## src/board_ctrl_config.svh

```systemverilog
// board control constants: sync depths, bus widths, configuration port words and opcodes

`ifndef BOARD_CTRL_CONFIG_SVH
`define BOARD_CTRL_CONFIG_SVH

// core reset release stages after lock
`define RESET_SYNC_STAGES 4

// depth of the input synchronizers
`define SYNC_STAGES 2

// flash data lines
`define QSPI_DQ_W 4

// configuration port word width
`define ICAP_W 32

// words of the IPROG sequence
`define CFG_DUMMY_WORD 32'hFFFF_FFFF
`define CFG_SYNC_WORD 32'hAA99_5566
`define CFG_IPROG_CMD 32'h0000_000F

// command register address
`define CFG_REG_CMD 14'd4

// type-1 header opcodes
`define CFG_OP_NOOP 2'd0
`define CFG_OP_WRITE 2'd2

`endif

```

## src/board_ctrl_pkg.sv

```systemverilog
// board control package: configuration word union, type-1 header struct, flash pin struct

`include "board_ctrl_config.svh"

package board_ctrl_pkg;

    // type-1 packet header as seen by the configuration logic
    typedef struct packed {
        logic [2:0]  hdr_type;
        logic [1:0]  opcode;
        logic [13:0] reg_addr;
        logic [1:0]  reserved;
        logic [10:0] word_count;
    } cfg_type1_hdr_t;

    // one configuration word, either plain data or a packet header
    typedef union packed {
        logic [`ICAP_W-1:0] raw;
        cfg_type1_hdr_t     hdr;
    } cfg_word_t;

    // core side flash controls, registered toward the pins
    typedef struct packed {
        logic                  sck;
        logic                  cs;
        logic [`QSPI_DQ_W-1:0] dq_o;
        logic [`QSPI_DQ_W-1:0] dq_oe;
    } qspi_out_t;

endpackage

```

## src/reset_sync.sv

```systemverilog
// reset conditioner: holds the core reset until PLL lock, then releases it through a stage chain

`timescale 1ns/1ps

module reset_sync #(
    parameter int STAGES = 4
) (
    input  logic clk_125mhz_int,
    input  logic reset,
    input  logic pll_locked,
    output logic core_reset
);

    logic [STAGES-1:0] rst_chain;

    // ones while reset or unlocked, zeros walk in afterwards
    always_ff @(posedge clk_125mhz_int) begin
        if (reset || !pll_locked) begin
            rst_chain <= '1;
        end else begin
            rst_chain <= {rst_chain[STAGES-2:0], 1'b0};
        end
    end

    // last stage drives the core
    assign core_reset = rst_chain[STAGES-1];

    // any board reset reaches the core on the next edge
    a_reset_reaches_core: assert property (
        @(posedge clk_125mhz_int) reset |=> core_reset
    ) else $error("core_reset not asserted after reset");

endmodule

```

## src/signal_sync.sv

```systemverilog
// multi-bit synchronizer chain for asynchronous inputs

`timescale 1ns/1ps

module signal_sync #(
    parameter int WIDTH  = 1,
    parameter int STAGES = 2
) (
    input  logic             clk_125mhz_int,
    input  logic [WIDTH-1:0] async_in,
    output logic [WIDTH-1:0] sync_out
);

    // stage 0 is the metastable catch register
    logic [STAGES-1:0][WIDTH-1:0] sync_reg;

    always_ff @(posedge clk_125mhz_int) begin
        sync_reg <= {sync_reg[STAGES-2:0], async_in};
    end

    assign sync_out = sync_reg[STAGES-1];

endmodule

```

## src/iprog_sequencer.sv

```systemverilog
// reboot sequencer: four-phase boot handshake and IPROG word sequence with byte-wise bit swap

`timescale 1ns/1ps

`include "board_ctrl_config.svh"

module iprog_sequencer (
    input  logic               clk_125mhz_int,
    input  logic               reset,
    input  logic               boot_req_sync,
    input  logic               icap_avail,
    output logic               boot_ack,
    output logic               icap_csib,
    output logic               icap_rdwrb,
    output logic [`ICAP_W-1:0] icap_data
);

    // state names follow the word on the port in that state
    localparam logic [2:0] ST_IDLE  = 3'd0;
    localparam logic [2:0] ST_DUMMY = 3'd1;
    localparam logic [2:0] ST_SYNC  = 3'd2;
    localparam logic [2:0] ST_NOOP0 = 3'd3;
    localparam logic [2:0] ST_WRITE = 3'd4;
    localparam logic [2:0] ST_IPROG = 3'd5;
    localparam logic [2:0] ST_NOOP1 = 3'd6;
    localparam logic [2:0] ST_ACK   = 3'd7;

    localparam logic [2:0] HDR_TYPE1 = 3'd1;

    logic [2:0] state;
    logic [2:0] state_next;
    logic       csib_reg;
    logic       ack_reg;
    logic [`ICAP_W-1:0] data_reg;

    board_ctrl_pkg::cfg_word_t word_next;

    // word presented to the port in a given state
    function automatic board_ctrl_pkg::cfg_word_t word_for(input logic [2:0] st);
        board_ctrl_pkg::cfg_word_t w;
        w.raw = `CFG_DUMMY_WORD;
        case (st)
            ST_SYNC: begin
                w.raw = `CFG_SYNC_WORD;
            end
            ST_NOOP0, ST_NOOP1: begin
                w.hdr.hdr_type   = HDR_TYPE1;
                w.hdr.opcode     = `CFG_OP_NOOP;
                w.hdr.reg_addr   = '0;
                w.hdr.reserved   = '0;
                w.hdr.word_count = '0;
            end
            ST_WRITE: begin
                // one word into the command register
                w.hdr.hdr_type   = HDR_TYPE1;
                w.hdr.opcode     = `CFG_OP_WRITE;
                w.hdr.reg_addr   = `CFG_REG_CMD;
                w.hdr.reserved   = '0;
                w.hdr.word_count = 11'd1;
            end
            ST_IPROG: begin
                w.raw = `CFG_IPROG_CMD;
            end
            default: begin
                w.raw = `CFG_DUMMY_WORD;
            end
        endcase
        return w;
    endfunction

    // port expects the bit order reversed inside each byte
    function automatic logic [`ICAP_W-1:0] bit_swap(input logic [`ICAP_W-1:0] din);
        logic [`ICAP_W-1:0] dout;
        dout = '0;
        for (int b = 0; b < `ICAP_W / 8; b++) begin
            for (int i = 0; i < 8; i++) begin
                dout[8*b + i] = din[8*b + 7 - i];
            end
        end
        return dout;
    endfunction

    always_comb begin
        state_next = ST_IDLE;
        case (state)
            ST_IDLE: begin
                if (boot_req_sync && !boot_ack && icap_avail) begin
                    state_next = ST_DUMMY;
                end
            end
            ST_DUMMY: state_next = ST_SYNC;
            ST_SYNC:  state_next = ST_NOOP0;
            ST_NOOP0: state_next = ST_WRITE;
            ST_WRITE: state_next = ST_IPROG;
            ST_IPROG: state_next = ST_NOOP1;
            ST_NOOP1: state_next = ST_ACK;
            ST_ACK: begin
                // hold ack until requester lets go
                state_next = boot_req_sync ? ST_ACK : ST_IDLE;
            end
            default: state_next = ST_IDLE;
        endcase
        if (reset) begin
            state_next = ST_IDLE;
        end
    end

    assign word_next = word_for(state_next);

    always_ff @(posedge clk_125mhz_int) begin
        if (reset) begin
            state     <= ST_IDLE;
            csib_reg  <= 1'b1;
            ack_reg   <= 1'b0;
        end else begin
            state     <= state_next;
            csib_reg  <= (state_next == ST_IDLE) || (state_next == ST_ACK);
            ack_reg   <= (state_next == ST_ACK);
        end
    end

    // data follows the next state, so idle shows the dummy word
    always_ff @(posedge clk_125mhz_int) begin
        data_reg <= bit_swap(word_next.raw);
    end

    assign icap_csib  = csib_reg;
    // the port is only ever written
    assign icap_rdwrb = 1'b0;
    assign boot_ack   = ack_reg;
    assign icap_data  = data_reg;

    a_write_only: assert property (
        @(posedge clk_125mhz_int) !icap_csib |-> !icap_rdwrb
    ) else $error("read cycle on configuration port");

    a_ack_after_burst: assert property (
        @(posedge clk_125mhz_int) disable iff (reset) $rose(boot_ack) |-> icap_csib
    ) else $error("boot_ack rose during burst");

    a_burst_length: assert property (
        @(posedge clk_125mhz_int) disable iff (reset) $fell(icap_csib) |-> ##[1:6] icap_csib
    ) else $error("csib low longer than six cycles");

endmodule

```

## src/qspi_pin_stage.sv

```systemverilog
// flash pin stage: output registers toward the pins and data input synchronizer

`timescale 1ns/1ps

`include "board_ctrl_config.svh"

module qspi_pin_stage (
    input  logic                      clk_125mhz_int,
    input  logic                      reset,
    input  board_ctrl_pkg::qspi_out_t qspi_core,
    input  logic [`QSPI_DQ_W-1:0]     qspi_dq_pin_in,
    output board_ctrl_pkg::qspi_out_t qspi_pins,
    output logic [`QSPI_DQ_W-1:0]     qspi_dq_core_in
);

    // chip deselected, clock low, data lines released
    localparam board_ctrl_pkg::qspi_out_t QSPI_IDLE = '{
        sck:   1'b0,
        cs:    1'b1,
        dq_o:  '0,
        dq_oe: '0
    };

    board_ctrl_pkg::qspi_out_t pins_reg;

    // one register stage so pin timing is set by the IOB flops
    always_ff @(posedge clk_125mhz_int) begin
        if (reset) begin
            pins_reg <= QSPI_IDLE;
        end else begin
            pins_reg <= qspi_core;
        end
    end

    assign qspi_pins = pins_reg;

    // returned data is asynchronous to the core clock
    signal_sync #(
        .WIDTH  (`QSPI_DQ_W),
        .STAGES (`SYNC_STAGES)
    ) dq_sync_inst (
        .clk_125mhz_int (clk_125mhz_int),
        .async_in       (qspi_dq_pin_in),
        .sync_out       (qspi_dq_core_in)
    );

endmodule

```

## src/board_ctrl_top.sv

```systemverilog
// board control top level: reset conditioner, boot request sync, reboot sequencer, flash pin stage

`timescale 1ns/1ps

`include "board_ctrl_config.svh"

module board_ctrl_top (
    input  logic                      clk_125mhz_int,
    input  logic                      reset,
    input  logic                      pll_locked,
    input  logic                      boot_req,
    input  logic                      icap_avail,
    input  board_ctrl_pkg::qspi_out_t qspi_core,
    input  logic [`QSPI_DQ_W-1:0]     qspi_dq_pin_in,
    output logic                      core_reset,
    output logic                      boot_ack,
    output logic                      icap_csib,
    output logic                      icap_rdwrb,
    output logic [`ICAP_W-1:0]        icap_data,
    output board_ctrl_pkg::qspi_out_t qspi_pins,
    output logic [`QSPI_DQ_W-1:0]     qspi_dq_core_in
);

    logic boot_req_sync;

    // core reset for the application side
    reset_sync #(
        .STAGES (`RESET_SYNC_STAGES)
    ) reset_sync_inst (
        .clk_125mhz_int (clk_125mhz_int),
        .reset          (reset),
        .pll_locked     (pll_locked),
        .core_reset     (core_reset)
    );

    // boot request may come from another domain
    signal_sync #(
        .WIDTH  (1),
        .STAGES (`SYNC_STAGES)
    ) boot_sync_inst (
        .clk_125mhz_int (clk_125mhz_int),
        .async_in       (boot_req),
        .sync_out       (boot_req_sync)
    );

    iprog_sequencer iprog_inst (
        .clk_125mhz_int (clk_125mhz_int),
        .reset          (reset),
        .boot_req_sync  (boot_req_sync),
        .icap_avail     (icap_avail),
        .boot_ack       (boot_ack),
        .icap_csib      (icap_csib),
        .icap_rdwrb     (icap_rdwrb),
        .icap_data      (icap_data)
    );

    // flash pins
    qspi_pin_stage qspi_inst (
        .clk_125mhz_int  (clk_125mhz_int),
        .reset           (reset),
        .qspi_core       (qspi_core),
        .qspi_dq_pin_in  (qspi_dq_pin_in),
        .qspi_pins       (qspi_pins),
        .qspi_dq_core_in (qspi_dq_core_in)
    );

endmodule

```

## config.mk

```make
export PLATFORM = sky130hd
export DESIGN_NAME = board_ctrl_top
export DESIGN_NICKNAME = d
export VERILOG_FILES = /design/src/board_ctrl_pkg.sv /design/src/reset_sync.sv /design/src/signal_sync.sv /design/src/iprog_sequencer.sv /design/src/qspi_pin_stage.sv /design/src/board_ctrl_top.sv
export VERILOG_INCLUDE_DIRS = /design/src /design/src/src
export SDC_FILE = /design/constraint.sdc
export NUM_CORES = 1
export LEC_CHECK = 0
export ABC_AREA = 1
export BUFFER_PORTS_ARGS = -buffer_cell sky130_fd_sc_hd__buf_2
export CAP_MARGIN = 20
export CORE_MARGIN = 2
export CORE_UTILIZATION = 44
export CTS_BUF_LIST = sky130_fd_sc_hd__clkbuf_8
export CTS_CLUSTER_SIZE = 20
export DETAILED_ROUTE_END_ITERATION = 16
export GPL_TIMING_DRIVEN = 1
export MAX_ROUTING_LAYER = met4
export PLACE_DENSITY_LB_ADDON = 0.05
export SYNTH_ARGS = -nofsm -noshare
export SYNTH_HDL_FRONTEND = slang
export SYNTH_HIERARCHICAL = 1
export SYNTH_SLANG_ARGS = --single-unit
```

## constraint.sdc

```tcl
create_clock -name clk_125mhz_int -period 2.64 [get_ports clk_125mhz_int]
set_clock_uncertainty 0.2 [all_clocks]
set_input_delay 0.528 -clock clk_125mhz_int [delete_from_list [all_inputs] [get_ports clk_125mhz_int]]
set_output_delay 0.528 -clock clk_125mhz_int [all_outputs]
set_load 0.05 [all_outputs]
```

Yosys cells after proc, flatten, opt, wreduce, memory -nomap -nowiden
Index checks and enable logic that the tools add are counted.

Bits in registers: 61. Bits in latches: 0. Memory bits (writable): 0. Bits in read-only memories: 0. Bits of input ports: 19. Output and inout bits: 50. Word-level logic and storage cells: 42. Memories kept: 0.

$add $sub $neg: 0. Multiply operators: 0. Div/mod/pow operators: 0. $lt $le $gt $ge: 0. Eq/ne operators: 13. Shifts and indexed selects: 0. Muxes and demuxes: 6. Bitwise operators: 0. Reductions and logical operators: 9.

Operator list (number): 32-bit one-hot mux with 4 select lines (1); 3-bit equality test (second input constant) (8); 3-bit one-hot mux with 8 select lines (1); 3-bit by 2-bit equality test with 1-bit output (second input constant) (4); 3-bit logical NOT (2); 3-bit 2-to-1 mux (2); 3-bit by 1-bit equality test with 1-bit output (second input constant) (1); 1-bit logical AND (2); 1-bit logical NOT (2); 1-bit logical OR (2); 1-bit 2-to-1 mux (2); 2-bit OR reduction (1).

Depth between registers and ports, before layout
Gate-level depths: netlist of the first run.

Depth after elaboration: 9. Depth in mapped cells: 7. Mapped depth without buffers: 7.

Cells and area by module
The synthesis of the first run kept the hierarchy.

By module, submodules not included: iprog_sequencer (times used 1, cells an instance 75, area an instance 654.4 um2, sequential area each 240.2 um2); qspi_pin_stage (times used 1, cells an instance 32, area an instance 290.3 um2, sequential area each 200.2 um2); signal_sync at qspi_inst.dq_sync_inst (times used 1, cells an instance 12, area an instance 190.2 um2, sequential area each 160.2 um2); reset_sync (times used 1, cells an instance 12, area an instance 113.9 um2, sequential area each 80.1 um2); signal_sync at boot_sync_inst (times used 1, cells an instance 2, area an instance 40.0 um2, sequential area each 40.0 um2).

Least setup slack after synthesis of the first run
No wires, ideal clock.

Path kind: register -> output. From: register iprog_inst/icap_data[30] (netlist name). To: output icap_data[11]. Arrival time: 1105 ps. Data required time: 1912 ps. Slack: 807 ps. Stages on the path, launching flop included: 2. Buffers on the path: 1. Cell sequence: dfxtp_1 > buf_4.

RTL lines: end: declaration (line board_ctrl_top.sv:19) `` output logic [`ICAP_W-1:0] icap_data, ``.

==> qor.csv, run 1 <==
stage,metric,value,unit
status,status,"complete, no violations",
drt,drc,0,
synthesis,synth_simple_gate_area_frac,0.1612,
power,p_leak,0.7950,nW
power,ir_drop,0.6910,mV
clocking,cts_max_level,2,
setup_path,critical_path_required,1.91,ns
floorplan,core_area,2781,sq um
power,p_per_area,1013,nW/um^2
finish,area_growth,17.67,%
worst_hold_path,hold_depth,0,
floorplan,row_count,19,
setup_path,cpPeakStageDelay,0.47,ns
floorplan,die_area,3378,sq um
floorplan,ios,69,
synthesis,ys_types,19,
drt,wirelength,1822,um
placed_design,io_buffers,67,
clocking,clk_latency,0.27,ns
finish,drive_gt1_frac,0.4972,
worst_hold_path,min_to,qspi_inst/dq_sync_inst/sync_out[2],
setup_path,critPathBufInv,1,
setup_path,worst-path-max-fanout,13,
setup_path,slowest_stage,dfxtp_1,
sta,finalCritPeriodShare,0.6766,
run,cap_violations,0,
placed_design,hpwl,1415,um
synthesis,synth_top_family_by_area,buffers and inverters,
synthesis,syn_area,1289,sq um
finish,final_common_cell,buf_2,
setup_path,worstSetupPathType,flip-flop to primary output,
synthesis,synthAdderAreaFrac,0,
clocking,cts_tree,built,
floorplan,die_y,58.12,um
finish,largest_reg_flops,10,
global_routing,grt_pass1_wl,2953,um
finish,antenna_cells,0,
finish,num-fill-cells,270,
setup_path,endpoint_kind,primary output,
global_routing,grt_max_degree,14,
sta,tns,0,ns
finish,most-common-layout-cells,"67 x buf_2, 36 x dfxtp_1, 25 x inv_1, 12 x nor2_1, 8 x nand3_1",
clocking,cts_hold_buf,0,
setup_path,crit_arrival,1.06,ns
setup_path,r2r_cells,5,
floorplan,initial_core_util,0.4633,
global_routing,gr-total-overflow,0,
drt,vias,876,
drt,drtIter0Drc,3,
floorplan,die_w,58.12,um
synthesis,synth_area_leaders,"dfxtp_1 56%, buf_4 17%, inv_1 6.7%",
global_routing,grt_pass1_vias,770,
setup_path,r2r_setup_slack,1.31,ns
sta,rsz0062_at_grt,no,
synthesis,ys_seq_area_frac,0.5592,
synthesis,yosys.area.top_type,dfxtp_1,
synthesis,syn-num-nets,152,
synthesis,synth_compound_area_frac,0.01748,
drt,dr.pass1.iters,4,
setup_path,cp-start-kind,flip-flop,
sta,hold_viol_final,0,
worst_hold_path,min_path_type,flip-flop to flip-flop,
drt,ant_nets,0,
clocking,cts_root_buf,clkbuf_8,
clocking,cts-resized-gates,0,
global_routing,grt_usage,0.1222,
sta,setup_viol,0,
synthesis,yosysWarnings,6,
sta,period_needed,1.786,ns
clocking,clock_path_buffers,2,
global_routing,antenna_found_initial,0,
setup_path,r2r-start,iprog_inst/state[0],
synthesis,synth-seq-cells,36,
sta,max_freq,559.9,MHz
clocking,cts_setup_buffers,0,
clocking,cts_buffers,5,
clocking,path_clk_slew,0.06,ns
synthesis,postSynthCellCount,133,
drt,wl_per_cell,8.760,um
setup_path,timing.rr.end,iprog_inst/icap_data[27],
synthesis,synth_mux_area_frac,0,
setup_path,crit_family,flip-flops,
synthesis,synthXorXnorAreaFrac,0,
finish,postLayoutCoreUtil,0.5452,
finish,nets,195,
placed_design,gp_congestion,0.8143,
setup_path,crit_chain,buf_2,
worst_hold_path,min_from,qspi_inst/dq_sync_inst/sync_reg[2],
drt,via_per_inst,4.212,
synthesis,syn_area_per_cell,9.690,sq um
synthesis,synth_top_area_frac,0.5592,
clocking,cts.sinks,36,
sta,drv_slew,0,
## synth_stat cells, drive strengths merged
master  number
a21oi        1
dfxtp       36
nand2        9
nor2        14
clkinv       1
o21ai        2
buf         31
nand4        1
nor3         1
conb         1
inv         25
nand3       11
## area by class of cell
class                      instances  area [sq um]  area share
clock inverter                     2         7.507    0.004951
clock buffer                       6         82.58     0.05446
sequential                        36         720.7      0.4752
multi-input combinational         40         234.0      0.1543
timing repair buffer              67         335.3      0.2211
inverter                          26         97.59     0.06436
tap                               31         38.79     0.02558
## worst max path at each step
| stage | cells past startpoint | endpoint | from | slack [ns] |
|---|---|---|---|---|
| floorplan | 1 | icap_data[11] | iprog_inst/icap_data[30] | 0.81 |
| global placement | 6 | iprog_inst/icap_data[27] | reset | 0.89 |
| detailed placement | 6 | iprog_inst/icap_data[27] | reset | 0.85 |
| CTS | 1 | icap_data[20] | iprog_inst/icap_data[30] | 0.82 |
| global route | 1 | icap_data[1] | iprog_inst/icap_data[30] | 0.77 |
| finish | 1 | icap_data[24] | iprog_inst/icap_data[30] | 0.85 |
## power breakdown
group / switching [mW] / internal (mW)
logic: 0.447 / 0.0999
clock network: 0.169 / 0.205
registers: 0.0270 / 0.587
total: 0.644 / 0.892
## layer usage
layer / track usage / part of all wire / vias up
li1: - / - / 447
met1: 0.1122 / 0.39 / 378
met2: 0.2127 / 0.50 / 49
met3: 0.04911 / 0.099 / 2
met4: 0.06977 / 0.0071 / 0
met5: - / 0 / -
## through the flow
step	hold slack (ns)	area, sq um	std cells	setup slack (ns)	power [mW]
final	0.1261	1516	208	0.8539	1.536
after global routing	0.1339	1516	208	0.7714	1.609
after CTS	0.1301	1516	208	0.8211	1.560
after detailed placement	0.1144	1426	200	0.8504	1.178
after global placement	0.1108	1426	200	0.8926	1.176
after floorplan	0.1096	1289	133	0.8074	1.168
## kinds of logic (layout without fill, tap and decap cells)
group | count (synthesis) | in the layout
AO/OA/AOI/OAI | 3 | 3
buffers and inverters | 57 | 101
flip-flops | 36 | 36
other | 1 | 1
AND/OR/NAND/NOR | 36 | 36
Power figures use the tool's default switching activity.
==> run 2: changes to the inputs <==
==> constraint.sdc (replaced) <==
create_clock -name clk_125mhz_int -period 1.7 [get_ports clk_125mhz_int]
set_clock_uncertainty 0.2 [all_clocks]
set_input_delay 0.34 -clock clk_125mhz_int [delete_from_list [all_inputs] [get_ports clk_125mhz_int]]
set_output_delay 0.34 -clock clk_125mhz_int [all_outputs]
set_load 0.05 [all_outputs]
==> qor.csv, run 2 (same netlist as run 1, synthesis figures left out) <==
stage,metric,value,unit,change
status,status,"complete, no violations",,
finish,most-common-layout-cells,"67 x buf_2, 36 x dfxtp_1, 23 x inv_1, 12 x nor2_1, 8 x nand3_1",,
clocking,clk_latency,0.28,ns,about the same
worst_hold_path,min_path_type,input pin to flip-flop,,
sta,rsz0062_at_grt,no,,
finish,antenna_cells,0,,unchanged
finish,largest_reg_flops,10,,unchanged
setup_path,worstSetupPathType,flip-flop to primary output,,
finish,final_common_cell,buf_2,,
sta,hold_viol_final,0,,unchanged
setup_path,endpoint_kind,primary output,,
global_routing,grt.busiest_layer,met2,,
run,cap_violations,0,,unchanged
setup_path,critical_path_required,1.16,ns,-0.75 ns
worst_hold_path,hold_depth,3,,+3
clocking,cts_buffers,5,,unchanged
global_routing,use_met3,0.07366,,+0.02455
drt,ant_nets,0,,unchanged
finish,area_growth,22.04,%,
finish,num-fill-cells,245,,-9.3%
sta,max_freq,624.0,MHz,
drt,via_per_inst,4.264,,+1.2%
floorplan,ios,69,,unchanged
power,ir_drop,1.198,mV,+73%
finish,register_area,720.7,sq um,unchanged
global_routing,antenna_found_initial,0,,unchanged
setup_path,r2r_cells,5,,unchanged
setup_path,critPathBufInv,1,,unchanged
global_routing,grt_pass1_vias,786,,+2.1%
drt,dr.pass1.iters,4,,unchanged
setup_path,worst-path-max-fanout,13,,unchanged
setup_path,r2r-start,iprog_inst/state[0],,
clocking,cts_max_level,2,,unchanged
sta,final.setup.worst_slack,0.09740,ns,-0.7564 ns
setup_path,slowest_stage,dfxtp_1,,
sta,setup_viol,0,,unchanged
setup_path,crit_family,flip-flops,,
floorplan,die_y,58.12,um,unchanged
setup_path,crit_chain,buf_2,,
placed_design,io_buffers,67,,unchanged
power,p_per_area,1553,nW/um^2,+53%
floorplan,die_w,58.12,um,unchanged
sta,finalCritPeriodShare,0.9427,,
finish,drive_gt1_frac,0.4917,,-0.005462
drt,drc,0,,unchanged
floorplan,core_area,2781,sq um,unchanged
global_routing,gr-total-overflow,0,,unchanged
clocking,cts_setup_buffers,0,,unchanged
global_routing,grt_pass1_wl,2994,um,+1.4%
drt,vias,904,,+3.2%
global_routing,use_met2,0.2078,,-0.004870
floorplan,die_area,3378,sq um,unchanged
clocking,cts_tree,built,,
power,p_leak,0.8124,nW,+2.2%
setup_path,timing.rr.end,iprog_inst/icap_data[27],,
clocking,cts.sinks,36,,unchanged
clocking,cts_root_buf,clkbuf_8,,
drt,wirelength,1848,um,+1.4%
clocking,cts-resized-gates,0,,unchanged
global_routing,use_met1,0.1152,,+0.002967
clocking,clock_path_buffers,2,,unchanged
clocking,path_clk_slew,0.06,ns,about the same
setup_path,r2r_setup_slack,0.37,ns,-0.94 ns
setup_path,crit_arrival,1.06,ns,about the same
floorplan,row_count,19,,unchanged
placed_design,place_ws,0.08129,ns,-0.7691 ns
drt,wl_per_cell,8.717,um,-0.49%
sta,tns,0,ns,unchanged
setup_path,cpPeakStageDelay,0.47,ns,about the same
worst_hold_path,min_to,qspi_inst/qspi_pins[8],,
global_routing,grt_max_degree,14,,unchanged
finish,nets,200,,+2.6%
floorplan,initial_core_util,0.4633,,unchanged
sta,period_needed,1.603,ns,
worst_hold_path,min_from,qspi_core[8],,
placed_design,hpwl,1396,um,-1.4%
global_routing,grt_usage,0.1266,,+0.004392
sta,drv_slew,0,,unchanged
sta,whs,0.03536,ns,-0.09073 ns
placed_design,gp_congestion,0.8482,,+4.2%
finish,multi_input_area,234.0,sq um,unchanged
setup_path,cp-start-kind,flip-flop,,
drt,drtIter0Drc,13,,+10
-- run 2: worst max path at each step --
stage | start | to | slack, ns | depth (start not counted)
floorplan | iprog_inst/icap_data[30] | icap_data[11] | 0.06 | 1
global placement | reset | iprog_inst/icap_data[27] | 0.14 | 6
detailed placement | reset | iprog_inst/icap_data[27] | 0.08 | 6
CTS | iprog_inst/icap_data[30] | icap_data[11] | 0.06 | 1
global route | iprog_inst/icap_data[30] | icap_data[1] | 0.02 | 1
finish | iprog_inst/icap_data[30] | icap_data[20] | 0.1 | 1
-- run 2: what timing repair did --
action / 4_1_cts / 5_1_grt
endpoints found under the hold margin: 5 / 0
hold buffers: 5 / 0
setup endpoints to repair: 0 / 0
-- run 2: where the power goes --
part	switching, mW	internal, mW
sequential	0.0426	0.912
clock	0.269	0.360
combinational	0.696	0.163
-- run 2: final cells by class --
cell class / count / area share
sequential: 36 / 0.4582
timing repair buffer: 72 / 0.2450
multi-input combinational: 40 / 0.1488
inverter: 26 / 0.06205
clock buffer: 7 / 0.06126
tap: 31 / 0.02466
-- run 2: worst min-delay path, delay by kind of cell --
family,cells,cell delay [ns]
simple gates,1,0.04
buf+inv,2,0.10
-- run 2: stage by stage --
stage                     instance area, sq um  total power [mW]    util  instances
final                                     1573             2.442  0.5655        212
after global placement                    1426             1.827  0.5128        200
after floorplan                           1289             1.814       -        133
after global routing                      1573             2.544  0.5655        212
after CTS                                 1573             2.474  0.5655        212
after detailed placement                  1426             1.830  0.5128        200
-- run 2: routing by layer --
layer | up-vias | routed length, um
met2 | 51 | 895
met1 | 396 | 722
met4 | 0 | 13
met3 | 2 | 215
li1 | 455 | -
met5 | - | 0
==> run 3: changes to the inputs <==
--- a/config.mk
+++ b/config.mk
@@ -7,13 +7,13 @@
 export NUM_CORES = 1
 export LEC_CHECK = 0
 export ABC_AREA = 1
-export BUFFER_PORTS_ARGS = -buffer_cell sky130_fd_sc_hd__buf_2
 export CAP_MARGIN = 20
 export CORE_MARGIN = 2
 export CORE_UTILIZATION = 44
 export CTS_BUF_LIST = sky130_fd_sc_hd__clkbuf_8
 export CTS_CLUSTER_SIZE = 20
 export DETAILED_ROUTE_END_ITERATION = 16
+export DONT_BUFFER_PORTS = 1
 export GPL_TIMING_DRIVEN = 1
 export MAX_ROUTING_LAYER = met4
 export PLACE_DENSITY_LB_ADDON = 0.05
==> qor.csv, run 3 (same netlist as run 1, synthesis figures left out) <==
stage,metric,value,unit,change
run,cap_violations,0,,unchanged
floorplan,core_area,2781,sq um,unchanged
global_routing,grt_max_degree,12,,-2
sta,setup_viol,0,,unchanged
finish,final_common_cell,dfxtp_1,,
setup_path,worstSetupPathType,flip-flop to primary output,,
clocking,cts_root_buf,clkbuf_8,,
finish,most-common-layout-cells,"34 x dfxtp_1, 24 x inv_1, 17 x dlygate4sd3_1, 12 x nor2_1, 8 x nand3_1",,
global_routing,grt_pass1_wl,2994,um,unchanged
floorplan,ios,69,,unchanged
drt,dr.pass1.iters,4,,unchanged
setup_path,crit_chain,buf_16,,
setup_path,endpoint_kind,primary output,,
setup_path,slowest_stage,buf_16,,
setup_path,crit_family,buffers and inverters,,
drt,wl_per_cell,10.96,um,+26%
clocking,cts_max_level,2,,unchanged
clocking,cts_tree,built,,
power,p_leak,0.6888,nW,-15%
placed_design,hpwl,1137,um,-19%
placed_design,gp_congestion,0.7099,,-16%
drt,drc,0,,unchanged
clocking,clk_latency,0.29,ns,about the same
finish,num-fill-cells,243,,-0.82%
drt,via_per_inst,4.206,,-1.4%
sta,rsz0062_at_grt,no,,
drt,wirelength,1808,um,-2.2%
drt,wl_met3,193,um,-10%
global_routing,grt_usage,0.1318,,+0.005169
floorplan,die_y,58.12,um,unchanged
global_routing,grt_pass1_vias,714,,-9.2%
global_routing,antenna_found_initial,0,,unchanged
finish,antenna_cells,0,,unchanged
drt,wl_met1,707,um,-2.1%
sta,drv_slew,0,,unchanged
setup_path,cp-start-kind,flip-flop,,
drt,drtIter0Drc,5,,-8
finish,nets,152,,-24%
finish,drive_gt1_frac,0.2313,,-0.2604
worst_hold_path,min_path_type,flip-flop to flip-flop,,
finish,multi_input_area,234.0,sq um,unchanged
finish,largest_reg_flops,10,,unchanged
sta,whs,0.1281,ns,+0.09275 ns
floorplan,row_count,19,,unchanged
finish,register_area,728.2,sq um,+1.0%
clocking,path_clk_slew,0.07,ns,about the same
power,ir_drop,1.924,mV,+61%
power,p_per_area,1692,nW/um^2,+9.0%
finish,area_growth,14.27,%,
sta,finalCritPeriodShare,0.9645,,+0.02179
status,status,"complete, no violations",,
setup_path,critical_path_required,1.16,ns,about the same
drt,route.met2.wl,869,um,-2.9%
clocking,clock_path_buffers,2,,unchanged
sta,tns,0,ns,unchanged
floorplan,die_area,3378,sq um,unchanged
floorplan,die_w,58.12,um,unchanged
sta,hold_viol_final,0,,unchanged
clocking,cts_buffers,5,,unchanged
drt,maxUsedRoutingLayer,met4,,
drt,vias,694,,-23%
setup_path,cpPeakStageDelay,0.43,ns,-0.04 ns
setup_path,r2r_setup_slack,0.37,ns,about the same
floorplan,initial_core_util,0.4633,,unchanged
sta,period_needed,1.640,ns,+0.03705 ns
sta,max_freq,609.9,MHz,-2.3%
placed_design,io_buffers,0,,-100%
setup_path,critPathBufInv,1,,unchanged
setup_path,crit_arrival,1.10,ns,+0.04 ns
drt,ant_nets,0,,unchanged
setup_path,worst-path-max-fanout,10,,-3
global_routing,gr-total-overflow,0,,unchanged
clocking,cts.sinks,36,,unchanged
-- run 3: changes by cell type in the layout (fill, tap and decap cells not counted) --
cell	delta
buf_2	-67
clkinv_2	+1
buf_6	+1
clkbuf_8	-2
buf_16	+2
dfxtp_1	-2
dfxtp_4	+2
bufinv_16	+1
buf_4	+4
dlygate4sd3_1	+12
inv_1	+1
-- run 3: repair_timing --
action	4_1_cts	5_1_grt
endpoints found under the hold margin	19	0
hold buffers	17	0
endpoints found under the setup margin	0	4
setup buffers	0	0
resized for setup	0	1
-- run 3: per-stage QoR --
stage | power, mW | instances | setup slack [ns] | instance area, sq um | util
finish | 2.492 | 165 | 0.06036 | 1473 | 0.5295
global placement | 1.753 | 140 | 0.3388 | 1191 | 0.4283
CTS | 2.521 | 165 | 0.01388 | 1469 | 0.5281
global route | 2.601 | 165 | 0.01302 | 1473 | 0.5295
floorplan | 1.814 | 133 | 0.05538 | 1289 | -
detailed placement | 1.757 | 140 | 0.3383 | 1191 | 0.4283
-- run 3: final timing paths --
path                                                            to                                from  depth (start not counted)
worst max-delay path                                 icap_data[10]            iprog_inst/icap_data[29]                          1
worst min-delay path            qspi_inst/dq_sync_inst/sync_out[3]  qspi_inst/dq_sync_inst/sync_reg[3]                          0
worst max register to register                iprog_inst/icap_csib                 iprog_inst/state[1]                          6
worst min register to register  qspi_inst/dq_sync_inst/sync_out[3]  qspi_inst/dq_sync_inst/sync_reg[3]                          0
-- run 3: report_power, final --
part | internal, mW | leakage (nW) | switching (mW) | total [mW]
sequential | 0.916 | 0.300 | 0.157 | 1.07
clock | 0.429 | 0.0593 | 0.291 | 0.720
combinational | 0.134 | 0.330 | 0.565 | 0.699
total | 1.48 | 0.689 | 1.01 | 2.49
-- run 3: layer usage --
metal | track usage | up-vias
li1 | - | 360
met1 | 0.1275 | 296
met2 | 0.2029 | 34
met3 | 0.08036 | 4
met4 | 0.07309 | 0
met5 | - | -
-- run 3: cell type report --
class,instances,share of cell area
Timing Repair Buffer,24,0.1810
Clock buffer,5,0.04673
Sequential cell,36,0.4945
Multi-Input combinational cell,40,0.1589
Tap cell,31,0.02634
Clock inverter,3,0.02634
Inverter,26,0.06627
